`src/source/mac_pkg.sv`:
```
`default_nettype none

package mac_pkg;

    // ------------------------------------------------------------------
    // datapath widths
    // ------------------------------------------------------------------

    // multiplier operands
    localparam int OP_WIDTH  = 16;
    // accumulator addend
    localparam int ACC_WIDTH = 32;
    // a*b + acc + cin stays below 2^33, one bit above the accumulator
    localparam int RES_WIDTH = ACC_WIDTH + 1;
    // one shifted row per multiplier bit
    localparam int PP_ROWS   = OP_WIDTH;

    typedef logic [OP_WIDTH-1:0]  operand_t;
    typedef logic [ACC_WIDTH-1:0] acc_t;
    // partial products, reduction rows and the result
    typedef logic [RES_WIDTH-1:0] row_t;

    // four-phase req/ack controller
    typedef enum logic [1:0] {
        HS_IDLE,
        HS_BUSY,
        HS_DONE
    } hs_state_e;

endpackage

`default_nettype wire

```
`src/source/partial_product_gen.sv`:
```
`timescale 1ns/1ps
`default_nettype none

module partial_product_gen (
    input  wire mac_pkg::operand_t a,
    input  wire mac_pkg::operand_t b,
    output mac_pkg::row_t          pp_rows [mac_pkg::PP_ROWS]
);

    // ------------------------------------------------------------------
    // AND array
    // ------------------------------------------------------------------

    for (genvar i = 0; i < mac_pkg::PP_ROWS; i++) begin : g_row
        // a gated by a single bit of b
        mac_pkg::operand_t and_row;
        // same row widened to the result width
        mac_pkg::row_t     wide_row;

        for (genvar j = 0; j < mac_pkg::OP_WIDTH; j++) begin : g_bit
            assign and_row[j] = a[j] & b[i];
        end

        // zero extension keeps the upper bits clear before the shift
        assign wide_row = mac_pkg::row_t'(and_row);

        // row i carries weight 2^i
        assign pp_rows[i] = wide_row << i;
    end

    // bits below i and above i+15 of row i are constant zero,
    // the reducer relies on the full RES_WIDTH rows regardless

endmodule

`default_nettype wire

```
`src/source/wallace_reducer.sv`:
```
`timescale 1ns/1ps
`default_nettype none

module wallace_reducer (
    input  wire mac_pkg::row_t pp_rows [mac_pkg::PP_ROWS],
    input  wire mac_pkg::acc_t acc,
    output mac_pkg::row_t      sum_row,
    output mac_pkg::row_t      carry_row
);

    // partial products plus the accumulator row
    localparam int IN_ROWS = mac_pkg::PP_ROWS + 1;

    // rows left after one layer of 3:2 compressors
    function automatic int rows_after(input int n);
        return 2 * (n / 3) + n % 3;
    endfunction

    // rows entering a given layer
    function automatic int rows_at(input int layer);
        int n;
        n = IN_ROWS;
        for (int k = 0; k < layer; k++) begin
            n = rows_after(n);
        end
        return n;
    endfunction

    // layers needed to get down to two rows
    function automatic int count_layers(input int n);
        int layers;
        layers = 0;
        while (n > 2) begin
            n = rows_after(n);
            layers++;
        end
        return layers;
    endfunction

    // 17 -> 12 -> 8 -> 6 -> 4 -> 3 -> 2
    localparam int LAYERS = count_layers(IN_ROWS);

    // stage[l] holds the rows entering layer l, spare slots tied low
    mac_pkg::row_t stage [LAYERS+1][IN_ROWS];

    // ------------------------------------------------------------------
    // layer 0 inputs
    // ------------------------------------------------------------------

    for (genvar r = 0; r < mac_pkg::PP_ROWS; r++) begin : g_pp
        assign stage[0][r] = pp_rows[r];
    end

    // accumulator joins as the seventeenth row
    assign stage[0][mac_pkg::PP_ROWS] = mac_pkg::row_t'(acc);

    // ------------------------------------------------------------------
    // compressor layers
    // ------------------------------------------------------------------

    for (genvar l = 0; l < LAYERS; l++) begin : g_layer
        localparam int N_IN   = rows_at(l);
        localparam int GROUPS = N_IN / 3;
        localparam int N_OUT  = rows_after(N_IN);

        for (genvar g = 0; g < GROUPS; g++) begin : g_csa
            mac_pkg::row_t x;
            mac_pkg::row_t y;
            mac_pkg::row_t z;
            // bitwise majority, i.e. the full-adder carries
            mac_pkg::row_t maj;

            assign x   = stage[l][3*g];
            assign y   = stage[l][3*g+1];
            assign z   = stage[l][3*g+2];
            assign maj = (x & y) | (x & z) | (y & z);

            assign stage[l+1][2*g] = x ^ y ^ z;
            // carry out of the top bit is dropped, the total fits in RES_WIDTH
            assign stage[l+1][2*g+1] = {maj[mac_pkg::RES_WIDTH-2:0], 1'b0};
        end

        // leftover rows pass straight through
        for (genvar k = 2 * GROUPS; k < IN_ROWS; k++) begin : g_rest
            if (k < N_OUT) begin : g_pass
                assign stage[l+1][k] = stage[l][k+GROUPS];
            end else begin : g_unused
                assign stage[l+1][k] = '0;
            end
        end
    end

    assign sum_row   = stage[LAYERS][0];
    assign carry_row = stage[LAYERS][1];

endmodule

`default_nettype wire

```
`src/source/brent_kung_adder.sv`:
```
`timescale 1ns/1ps
`default_nettype none

module brent_kung_adder #(
    parameter int WIDTH = mac_pkg::RES_WIDTH
) (
    input  wire [WIDTH-1:0] x,
    input  wire [WIDTH-1:0] y,
    input  wire             cin,
    output logic [WIDTH-1:0] sum
);

    // prefix tree depth
    localparam int LEVELS = $clog2(WIDTH);

    // bitwise propagate, kept for the final xor
    logic [WIDTH-1:0] prop;

    // up-sweep, level s combines spans of 2^s bits
    logic [WIDTH-1:0] up_g [LEVELS+1];
    logic [WIDTH-1:0] up_p [LEVELS+1];

    // down-sweep, only generate is needed since the left side is a full prefix
    logic [WIDTH-1:0] dn_g [LEVELS+1];

    // carries into each bit
    logic [WIDTH-1:0] carry_in;

    // ------------------------------------------------------------------
    // generate and propagate
    // ------------------------------------------------------------------

    assign prop = x ^ y;

    // cin folded into bit 0 so the tree needs no extra column
    assign up_g[0] = (x & y) | {{(WIDTH-1){1'b0}}, prop[0] & cin};
    assign up_p[0] = prop;

    // ------------------------------------------------------------------
    // up-sweep
    // ------------------------------------------------------------------

    for (genvar s = 0; s < LEVELS; s++) begin : g_up
        for (genvar i = 0; i < WIDTH; i++) begin : g_bit
            if ((i + 1) % (2 ** (s + 1)) == 0) begin : g_node
                assign up_g[s+1][i] = up_g[s][i] | (up_p[s][i] & up_g[s][i-2**s]);
                assign up_p[s+1][i] = up_p[s][i] & up_p[s][i-2**s];
            end else begin : g_wire
                assign up_g[s+1][i] = up_g[s][i];
                assign up_p[s+1][i] = up_p[s][i];
            end
        end
    end

    // ------------------------------------------------------------------
    // down-sweep
    // ------------------------------------------------------------------

    assign dn_g[0] = up_g[LEVELS];

    // step d works on span 2^s, from the widest span downwards
    for (genvar d = 0; d < LEVELS; d++) begin : g_down
        localparam int S = LEVELS - 1 - d;

        for (genvar i = 0; i < WIDTH; i++) begin : g_bit
            if (((i + 1) % (2 ** (S + 1)) == 2 ** S) && (i + 1 > 2 ** S)) begin : g_node
                assign dn_g[d+1][i] = dn_g[d][i] | (up_p[LEVELS][i] & dn_g[d][i-2**S]);
            end else begin : g_wire
                assign dn_g[d+1][i] = dn_g[d][i];
            end
        end
    end

    // ------------------------------------------------------------------
    // sum
    // ------------------------------------------------------------------

    if (WIDTH > 1) begin : g_carry
        assign carry_in = {dn_g[LEVELS][WIDTH-2:0], cin};
    end else begin : g_carry_single
        assign carry_in = cin;
    end

    // carry out of the top bit is not kept, the sum wraps at 2^WIDTH
    assign sum = prop ^ carry_in;

endmodule

`default_nettype wire

```
`src/source/mac_datapath.sv`:
```
`timescale 1ns/1ps
`default_nettype none

module mac_datapath (
    input  wire                    clk,
    input  wire                    arst_n,
    input  wire                    launch,
    input  wire mac_pkg::operand_t a,
    input  wire mac_pkg::operand_t b,
    input  wire mac_pkg::acc_t     acc,
    input  wire                    cin,
    output logic                   done,
    output mac_pkg::row_t          result
);

    mac_pkg::row_t pp_rows [mac_pkg::PP_ROWS];
    mac_pkg::row_t sum_row;
    mac_pkg::row_t carry_row;

    // pipeline register between reduction and final adder
    mac_pkg::row_t sum_q;
    mac_pkg::row_t carry_q;
    logic          cin_q;
    logic          stage_valid;

    // ------------------------------------------------------------------
    // multiply and reduce
    // ------------------------------------------------------------------

    partial_product_gen u_pp_gen (
        .a       (a),
        .b       (b),
        .pp_rows (pp_rows)
    );

    wallace_reducer u_reducer (
        .pp_rows   (pp_rows),
        .acc       (acc),
        .sum_row   (sum_row),
        .carry_row (carry_row)
    );

    always_ff @(posedge clk or negedge arst_n) begin
        if (!arst_n) begin
            stage_valid <= 1'b0;
        end else begin
            stage_valid <= launch;
        end
    end

    always_ff @(posedge clk) begin
        if (launch) begin
            sum_q   <= sum_row;
            carry_q <= carry_row;
            cin_q   <= cin;
        end
    end

    // ------------------------------------------------------------------
    // final carry-propagate addition
    // ------------------------------------------------------------------

    brent_kung_adder #(
        .WIDTH (mac_pkg::RES_WIDTH)
    ) u_adder (
        .x   (sum_q),
        .y   (carry_q),
        .cin (cin_q),
        .sum (result)
    );

    // one cycle after launch
    assign done = stage_valid;

    // controller keeps a single item in flight
    a_no_overlap: assert property (@(posedge clk) disable iff (!arst_n)
        stage_valid |-> !launch);

endmodule

`default_nettype wire

```
`src/source/mac_handshake.sv`:
```
`timescale 1ns/1ps
`default_nettype none

module mac_handshake (
    input  wire                    clk,
    input  wire                    arst_n,
    input  wire                    req,
    output logic                   ack,
    input  wire mac_pkg::operand_t a_in,
    input  wire mac_pkg::operand_t b_in,
    input  wire mac_pkg::acc_t     acc_in,
    input  wire                    cin_in,
    output mac_pkg::operand_t      a,
    output mac_pkg::operand_t      b,
    output mac_pkg::acc_t          acc,
    output logic                   cin,
    output logic                   launch,
    input  wire                    done,
    input  wire mac_pkg::row_t     dp_result,
    output mac_pkg::row_t          result
);

    mac_pkg::hs_state_e state;

    // new request seen while idle
    logic capture;
    // datapath result arriving
    logic finish;

    assign capture = (state == mac_pkg::HS_IDLE) && req;
    assign finish  = (state == mac_pkg::HS_BUSY) && done;

    // ------------------------------------------------------------------
    // control FSM
    // ------------------------------------------------------------------

    always_ff @(posedge clk or negedge arst_n) begin
        if (!arst_n) begin
            state  <= mac_pkg::HS_IDLE;
            ack    <= 1'b0;
            launch <= 1'b0;
        end else begin
            // launch follows capture by one cycle
            launch <= capture;
            case (state)
                mac_pkg::HS_IDLE: begin
                    if (capture) begin
                        state <= mac_pkg::HS_BUSY;
                    end
                end
                mac_pkg::HS_BUSY: begin
                    if (finish) begin
                        state <= mac_pkg::HS_DONE;
                        ack   <= 1'b1;
                    end
                end
                mac_pkg::HS_DONE: begin
                    // hold ack until the requester lets go
                    if (!req) begin
                        state <= mac_pkg::HS_IDLE;
                        ack   <= 1'b0;
                    end
                end
                default: begin
                    state <= mac_pkg::HS_IDLE;
                    ack   <= 1'b0;
                end
            endcase
        end
    end

    // operand and result registers
    always_ff @(posedge clk) begin
        if (capture) begin
            a   <= a_in;
            b   <= b_in;
            acc <= acc_in;
            cin <= cin_in;
        end
        if (finish) begin
            result <= dp_result;
        end
    end

    a_ack_needs_req: assert property (@(posedge clk) disable iff (!arst_n)
        $rose(ack) |-> $past(req));

    a_result_held: assert property (@(posedge clk) disable iff (!arst_n)
        ($past(ack) && ack) |-> $stable(result));

endmodule

`default_nettype wire

```
`src/source/wallace_mac.sv`:
```
`timescale 1ns/1ps
`default_nettype none

module wallace_mac (
    input  wire                    clk,
    input  wire                    arst_n,
    input  wire                    req,
    output logic                   ack,
    input  wire mac_pkg::operand_t a,
    input  wire mac_pkg::operand_t b,
    input  wire mac_pkg::acc_t     acc,
    input  wire                    cin,
    output mac_pkg::row_t          result
);

    // captured operands towards the datapath
    mac_pkg::operand_t dp_a;
    mac_pkg::operand_t dp_b;
    mac_pkg::acc_t     dp_acc;
    logic              dp_cin;

    logic              launch;
    logic              done;
    mac_pkg::row_t     dp_result;

    // ------------------------------------------------------------------
    // req/ack front end
    // ------------------------------------------------------------------

    mac_handshake u_handshake (
        .clk       (clk),
        .arst_n    (arst_n),
        .req       (req),
        .ack       (ack),
        .a_in      (a),
        .b_in      (b),
        .acc_in    (acc),
        .cin_in    (cin),
        .a         (dp_a),
        .b         (dp_b),
        .acc       (dp_acc),
        .cin       (dp_cin),
        .launch    (launch),
        .done      (done),
        .dp_result (dp_result),
        .result    (result)
    );

    // ------------------------------------------------------------------
    // multiply-accumulate datapath
    // ------------------------------------------------------------------

    mac_datapath u_datapath (
        .clk    (clk),
        .arst_n (arst_n),
        .launch (launch),
        .a      (dp_a),
        .b      (dp_b),
        .acc    (dp_acc),
        .cin    (dp_cin),
        .done   (done),
        .result (dp_result)
    );

endmodule

`default_nettype wire

```
`config.mk`:
```
export PLATFORM = sky130hd
export DESIGN_NAME = wallace_mac
export DESIGN_NICKNAME = d
export VERILOG_FILES = /design/src/source/mac_pkg.sv /design/src/source/partial_product_gen.sv /design/src/source/wallace_reducer.sv /design/src/source/brent_kung_adder.sv /design/src/source/mac_datapath.sv /design/src/source/mac_handshake.sv /design/src/source/wallace_mac.sv
export SDC_FILE = /design/constraint.sdc
export NUM_CORES = 1
export LEC_CHECK = 0
export BUFFER_PORTS_ARGS = -buffer_cell sky130_fd_sc_hd__buf_2
export CORE_AREA = 3 3 208 210
export DETAILED_ROUTE_END_ITERATION = 12
export DIE_AREA = 0 0 211 213
export PLACE_DENSITY_LB_ADDON = 0.05
export SLEW_MARGIN = 20
export SYNTH_ARGS = -nofsm -noshare
export SYNTH_HDL_FRONTEND = slang
export SYNTH_HIERARCHICAL = 1
export SYNTH_SLANG_ARGS = --single-unit
```
`constraint.sdc`:
```
create_clock -name clk -period 16.5 [get_ports clk]
set_clock_uncertainty 0.2 [all_clocks]
set_input_delay 3.3 -clock clk [delete_from_list [all_inputs] [get_ports clk]]
set_output_delay 3.3 -clock clk [all_outputs]
set_load 0.03 [all_outputs]
```
Yosys cells after proc, flatten, opt, wreduce, memory -nomap -nowiden --
Index checks and enable logic that the tools add are counted.
Word-level totals: RAM bits 0, ROM bits 0, latch bits 0, logic and storage cells 536, memories kept 0, flip-flop bits (word level) 169
Cells by class: magnitude comparators 0, equal/unequal tests 5, multipliers 0, bitwise operators 507, add/sub/neg operators 0, reductions and logical operators 5, div/mod/pow operators 0, mux-type cells 7, shifts and indexed selects 0
Operator list (count):
- $and A32 B32 Y32 | 12
- $or A32 B32 Y32 | 12
- $and A1 B1 Y1 | 340
- $xor A33 B33 Y33 | 7
- $and A31 B32 Y32 | 2
- $and A32 B25 Y32 | 2
- $and A32 B31 Y32 | 2
- $and A28 B30 Y30 | 2
- $or A30 B30 Y30 | 2
- $or A1 B1 Y1 | 57
- $and A22 B24 Y24 | 2
- $xor A21 B33 Y33 | 1
- $xor A32 B33 Y33 | 1
- $xor A33 B25 Y33 | 1
- $xor A33 B31 Y33 | 1
- $and A32 B21 Y32 | 1
- $or A31 B32 Y32 | 1
- $or A32 B1 Y32 | 1
- $or A32 B21 Y32 | 1
- $xor A31 B32 Y32 | 1
- $xor A32 B32 Y32 | 1
- $and A26 B31 Y31 | 1
- $and A30 B31 Y31 | 1
- $and A31 B31 Y31 | 1
- other kinds (65) | 71

Longest topological paths before layout --
Gate-level depths: netlist of run 1.
depth after elaboration 20, mapped depth 15, depth with buffers taken out 14

By module --
Netlist of run 1, hierarchy kept.
Modules (own cells, without submodules):
- wallace_reducer | area each 12346.8 um^2, cells an instance 1195, instances 1
- partial_product_gen | area each 3936.3 um^2, cells an instance 561, instances 1
- mac_handshake | area each 3104.2 um^2, cells an instance 112, instances 1
- mac_datapath | area each 2037.0 um^2, cells an instance 68, instances 1
- brent_kung_adder | area each 1375.1 um^2, cells an instance 152, instances 1

Least setup slack after synthesis of run 1 --
No wires, ideal clock.
kind in2reg, start point input req, end point register u_handshake.launch, data required time 15.685 ns, setup slack 7.642 ns, path buffers 0, setup time 0.615 ns, arrival 8.044 ns, cell stages on the path 1, cells stage by stage nor3b_1
On the way: cells in the longest elaborated chain, start to end 1
Ends and longest elaborated chain:
- from (decl) | line wallace_mac.sv:7 | input wire req,
- $logic_and A1 B1 Y1 | line mac_handshake.sv:30 | assign capture = (state == mac_pkg::HS_IDLE) && req;
- to (signal assigned) | line mac_handshake.sv:44 | launch <= capture;
- to (decl) | line mac_handshake.sv:17 | output logic launch,
No other way between the ends. A chain may end at the register's enable or synchronous reset.

==> metrics.csv, run 1 <==
stage,metric,value,unit
worst_setup_path,most frequent CP cell,fa_1,
yosys,"Distinct cells, synth",38,
clocking,later-pin clock latency in the skew report,480,ps
timing,Slew HR,39.0,%
place,Port Buf Inserts,101,
worst_setup_path,Critical Path Max Stage Delay,690,ps
timing,RSZ-0062 raised after global routing,false,
yosys,mux cell area share after synthesis,0,%
timing,post-route clock period utilization,28.8,%
yosys,Post-synth top cells,"inv_1, fa_1, buf_4",
timing,final setup TNS,0,ps
global_routing,first-pass GRT wire length,67.1,mm
yosys,Synth Area in Adders,44.6,%
yosys,Compound-Gate Fraction of Synth Area,1.51,%
yosys,top post-synthesis cells by area,"fa_1, edfxtp_1, inv_1",
detailed_routing,DRT iter0 DRCs,409,
timing,Fmax,210,MHz
floorplan,Die Area,44900,µm²
global_routing,GRT overflow,0,
worst_setup_path,Startpoint Class,flip-flop,
floorplan,die height,213,µm
timing,Min Hold Slack,228,ps
yosys,most frequent cell after synthesis,inv_1,
floorplan,I/O pin cnt,102,
detailed_routing,WL/cell,14.3,µm
worst_setup_path,CP endpoint kind,flip-flop,
detailed_routing,Routed Antenna Nets,0,
layout,share of cells above drive strength 1,6.85,%
worst_setup_path,CP max FO,16,
timing,Tmin final,4760,ps
run_status,status,finished clean,
clocking,CTS tree,yes,
global_routing,met1 usage,27.7,%
yosys,dominant cell type by area after synthesis,fa_1,
yosys,Async SR Flop Fraction,2.94,%
global_routing,antenna violations before repair,0,
yosys,Synth Register Bits,170,
layout,Area Overhead vs Synth,2.25,%
detailed_routing,via/cell ratio,4.28,
clocking,H-tree depth,4,
place,placed cell area,22700,µm²
yosys,Post-synth EDFFs,165,
clocking,CTS Buf Count,17,
floorplan,Starting Density,54.6,%
global_routing,GR Util met2,32.2,%
floorplan,core region area,41800,µm²
yosys,Yosys Warn Count,6,
global_routing,largest net degree at the start of global routing,41,
hold_path,Hold Crit Class,flip-flop to flip-flop,
yosys,xor/xnor share of the synthesized area,1.87,%
layout,Finished Core Util,55.8,%
worst_setup_path,"slowest stage cell, crit path",edfxtp_1,
run,max-cap check violation count,0,
worst_setup_path,WP data required,16520,ps
timing,final setup violation count,0,
yosys,ys flop type,edfxtp_1,
clocking,clk root buf,clkbuf_16,
layout,nets@finish,2769,
yosys,post-synthesis simple-gate area fraction,7.56,%
global_routing,all-layer global routing usage,19.7,%
timing,Final Hold Viols,0,
detailed_routing,vias,11700,
yosys,syn_area_per_cell,10.9,µm²
timing,Slew @ Worst Pin,915,ps
clocking,post-CTS setup buffer count,0,
worst_setup_path,crit path DAT,4770,ps
floorplan,row count,75,
detailed_routing,Residual DRC,0,
yosys,Syn Inst Count,2088,
place,Final Wtd Congestion,0.834,
global_routing,met3 Resource Use GR,3.89,%
yosys,top-area cell type share of the netlist area,42.5,%
yosys,largest family of logic cells by synthesized area,adder cells,
clocking,post-cts gate resize count,0,
worst_setup_path,CP cell instances,"and2_1, fa_1, inv_1, fa_1, inv_1, fa_1, inv_1, fa_1, fa_1, inv_1, fa_1",
timing,Slew Limit Fails,0,
layout,Final Cell Area,23300,µm²
floorplan,Die W,211,µm
clocking,"Hold-fix buffers, CTS",0,
clocking,CTS Sinks,170,
global_routing,vias in the first global route,13100,
global_routing,busiest grt layer,met2,
detailed_routing,Post-Route WL,39.0,mm
yosys,"Cell Area, Synth",22800,µm²
detailed_routing,iteration count of the initial detailed-routing pass,4,
yosys,"Seq/Total Area, Yosys",22.3,%
worst_setup_path,kind of critical path,flip-flop to flip-flop,
place,HPWL Detailed,31.7,mm
layout,diode count,0,
clocking,Longest Clk Path Bufs,2,
clocking,"Reg clk slew, reported paths",70,ps
-- flip-flops by register name (all words and copies together), names as in the netlist, 2 cells and up --
register / count
u_handshake/result: 33
u_datapath/carry_q: 33
u_handshake/acc: 32
u_handshake/state: 2
u_handshake/b: 16
u_handshake/a: 16
u_datapath/sum_q: 33
-- layout by cell type (no fill, tap or decap), types with 4 or more instances in the layout --
cell type	netlist	layout
inv_6	0	5
fa_1	484	484
inv_1	718	718
xnor2_1	27	27
nand2_1	10	10
conb_1	2	274
clkbuf_16	0	17
buf_2	0	101
clkinv_4	0	4
buf_4	293	4
dfrtp_1	5	4
o21ai_0	5	5
nor2_1	5	4
ha_1	39	39
a21o_1	6	6
o21ai_1	4	4
edfxtp_1	165	165
and2_1	257	257
a21oi_1	14	14
xor2_1	12	12
-- worst paths after layout --
kind / startpoint / end / slack [ps] / cells after the start
min: u_handshake/cin / u_datapath/cin_q / 230 / 0
max in group asynchronous: arst_n / u_handshake/launch / 13490 / 1
min reg2reg: u_handshake/cin / u_datapath/cin_q / 230 / 0
min in group asynchronous: arst_n / u_handshake/launch / 2440 / 1
max: u_handshake/b[14] / u_datapath/sum_q[14] / 11740 / 11
max reg2reg: u_handshake/b[14] / u_datapath/sum_q[14] / 11740 / 11
-- metal layers --
metal	vias up	wire length, µm
met3	22	1530
met4	0	538
li1	5453	-
met5	-	0
met2	161	19100
met1	6060	17900
-- per-stage QoR --
stage / worst slack [ps] / instances
after floorplan: 7640 / 2360
after global placement: 11320 / 2698
after detailed placement: 11290 / 2698
after CTS: 11730 / 2730
after global routing: 11610 / 2730
final: 11740 / 2730
-- logic make-up after synthesis --
family	count (synthesis)
XOR/XNOR	43
adder cells (fa/ha/maj)	523
other	2
AND/OR/NAND/NOR	280
buffers and inverters	1024
flip-flops	170
AO/OA/AOI/OAI	46
-- worst max-delay path, delay by kind of cell, from the launching register on --
kind                       cells  cell delay [ps]
adders and majority gates      6             3070
DFF                            1              690
and+or+nand+nor                1              310
buffers and inverters          4              240
-- cell type report --
cell class | count | area [µm²]
clock buffers | 18 | 429
clock inverters | 14 | 185
fillers | 3730 | 18400
inverters | 718 | 2700
multi-input cells | 1166 | 13700
flip-flops and latches | 170 | 5080
well taps | 539 | 674
repair buffers | 105 | 536
Power of run 1 is left out: the tool's default activity adds up to more than one toggle a clock period on the data nets, which glitch-free logic cannot reach.
==> inputs of run 2 (changes only) <==
==> constraint.sdc (replaced) <==
create_clock -name clk -period 4.5 [get_ports clk]
set_clock_uncertainty 0.2 [all_clocks]
set_input_delay 0.9 -clock clk [delete_from_list [all_inputs] [get_ports clk]]
set_output_delay 0.9 -clock clk [all_outputs]
set_load 0.03 [all_outputs]
==> run 2 against run 1 <==
Against the previous run: via count up 1.0%; non-clock buffer count up 49; sequential share of layout area decreased by 0.62 points; cell count is 1.8% higher; core utilization increased by 1.6 points; register-to-register slack lost 12000 ps; largest cell class unchanged; design area rose by 2.9%; die area unchanged; sequential cell count unchanged.
==> metrics.csv, run 2 (synthesized netlist as in run 1, its figures left out) <==
stage,metric,value,unit,change
worst_setup_path,kind of critical path,flip-flop to flip-flop,,
place,Final Wtd Congestion,0.847,,+1.6%
detailed_routing,iteration count of the initial detailed-routing pass,4,,unchanged
clocking,CTS Buf Count,17,,unchanged
floorplan,Starting Density,54.6,%,unchanged
floorplan,I/O pin cnt,102,,unchanged
detailed_routing,via/cell ratio,4.25,,-0.80%
global_routing,largest net degree at the start of global routing,67,,+63%
hold_path,hold endpoint,u_datapath/cin_q,,
floorplan,Die W,211,µm,unchanged
clocking,clk root buf,clkbuf_16,,
global_routing,antenna violations before repair,0,,unchanged
layout,biggest regs,"u_datapath/carry_q: 33 flops, u_datapath/sum_q: 33 flops, u_handshake/result: 33 flops",,
layout,share of cells above drive strength 1,10.2,%,+3.4 points
place,Port Buf Inserts,101,,unchanged
floorplan,row count,75,,unchanged
timing,post-route clock period utilization,98.4,%,+70 points
worst_setup_path,Startpoint Class,flip-flop,,
layout,Sequential Area,5080,µm²,unchanged
timing,Final Hold Viols,0,,unchanged
worst_setup_path,CP max FO,8,,-8
worst_setup_path,WP data required,4530,ps,-11990 ps
timing,Slew @ Worst Pin,1050,ps,+137 ps
detailed_routing,Routed Antenna Nets,0,,unchanged
hold_path,Hold Crit Class,flip-flop to flip-flop,,
timing,Slew Limit Fails,0,,unchanged
clocking,H-tree depth,4,,unchanged
clocking,CTS Sinks,170,,unchanged
timing,Fmax,226,MHz,+7.4%
clocking,"Reg clk slew, reported paths",70,ps,about the same
run_status,status,finished clean,,
detailed_routing,vias,11800,,+1.0%
timing,RSZ-0062 raised after global routing,true,,
place,HPWL Detailed,32.5,mm,+2.5%
detailed_routing,DRT iter0 DRCs,395,,-3.4%
worst_setup_path,CP endpoint kind,flip-flop,,
clocking,Longest Clk Path Bufs,2,,unchanged
timing,Slew HR,29.9,%,-9.1 points
run,max-cap check violation count,0,,unchanged
global_routing,vias in the first global route,13500,,+2.7%
layout,"commonest non-fill, non-tap cell in the layout",inv_1,,
worst_setup_path,reg-to-reg endpoint,u_datapath/sum_q[19],,
floorplan,Die Area,44900,µm²,unchanged
clocking,later-pin clock latency in the skew report,500,ps,+20 ps
floorplan,core region area,41800,µm²,unchanged
clocking,CTS tree,yes,,
layout,Area Overhead vs Synth,5.22,%,
worst_setup_path,worst r2r path cells,12,,+1
detailed_routing,Residual DRC,0,,unchanged
worst_setup_path,R2R setup slack,70,ps,-11670 ps
global_routing,all-layer global routing usage,20.1,%,+0.39 points
layout,fill count,3701,,-0.78%
layout,most frequent cells in the layout,"inv_1, fa_1, conb_1, and2_1, edfxtp_1",,
global_routing,GRT overflow,0,,unchanged
layout,Finished Core Util,57.4,%,+1.6 points
layout,area occupied by multi-input gates,13800,µm²,+0.39%
layout,nets@finish,2818,,+1.8%
worst_setup_path,Reg-to-Reg Start,u_handshake/a[6],,
detailed_routing,Post-Route WL,40.2,mm,+3.0%
detailed_routing,WL/cell,14.5,µm,+1.1%
timing,final setup TNS,0,ps,unchanged
global_routing,first-pass GRT wire length,68.3,mm,+1.7%
timing,Tmin final,4430,ps,-328 ps
floorplan,die height,213,µm,unchanged
worst_setup_path,crit path DAT,4460,ps,-310 ps
hold_path,depth of the worst hold-timing path,0,,unchanged
timing,final setup violation count,0,,unchanged
hold_path,HP Start,u_handshake/cin,,
timing,Min Hold Slack,230,ps,+1.87 ps
-- run 2: per-layer routing --
metal  vias to the layer above  GRT usage (%)  routed length [µm]
met1                      6043           28.2               18500
met5                         -              0                   0
met3                        29           3.78                1600
li1                       5550              -                   -
met4                         0           5.03                 580
met2                       193           33.0               19500
-- run 2: timing repair --
action,4_1_cts,5_1_grt
setup endpoints to repair,0,26
buffers inserted,0,10
gates resized for setup,0,42
endpoints found under the hold margin,5,0
hold buffers,1,0
-- run 2: worst max-delay path, cell delays in order (launching register included) --
cell,delay (ps)
edfxtp_1,500
buf_12,200
and2_1,150
fa_1,500
inv_1,60
fa_1,540
inv_1,50
fa_1,490
inv_1,60
fa_1,500
fa_1,420
inv_1,80
fa_2,420
-- run 2: final cells by class --
type	instances	area share [%]
Clock buffer	17	1.77
Tap cell	539	2.81
Multi-Input combinational cell	1166	57.4
Inverter	718	11.2
Timing Repair Buffer	154	4.92
Clock inverter	15	0.688
Antenna cell	1	0.0104
Sequential cell	170	21.2
-- run 2: how the worst max path moves through the flow --
stage          slack, ps  depth (start not counted)               from                   end
5_1_grt              -60                         11   u_handshake/a[0]  u_datapath/sum_q[13]
3_3_place_gp          50                         12  u_handshake/b[14]  u_datapath/sum_q[26]
3_5_place_dp          20                         11   u_handshake/a[2]  u_datapath/sum_q[17]
6_report              70                         12   u_handshake/a[6]  u_datapath/sum_q[19]
2_1_floorplan        200                         12  u_handshake/b[14]  u_datapath/sum_q[14]
4_1_cts               20                         12  u_handshake/b[14]  u_datapath/sum_q[14]
-- run 2: stage by stage --
stage,setup WS (ps),instances,instance area [µm²]
2_1_floorplan,204,2360,23800
3_3_place_gp,45.2,2735,23200
3_5_place_dp,22.1,2735,23200
4_1_cts,18.7,2768,23800
5_1_grt,-60.9,2779,24000
6_report,70.2,2780,24000
Power of run 2 is left out for the same reason.
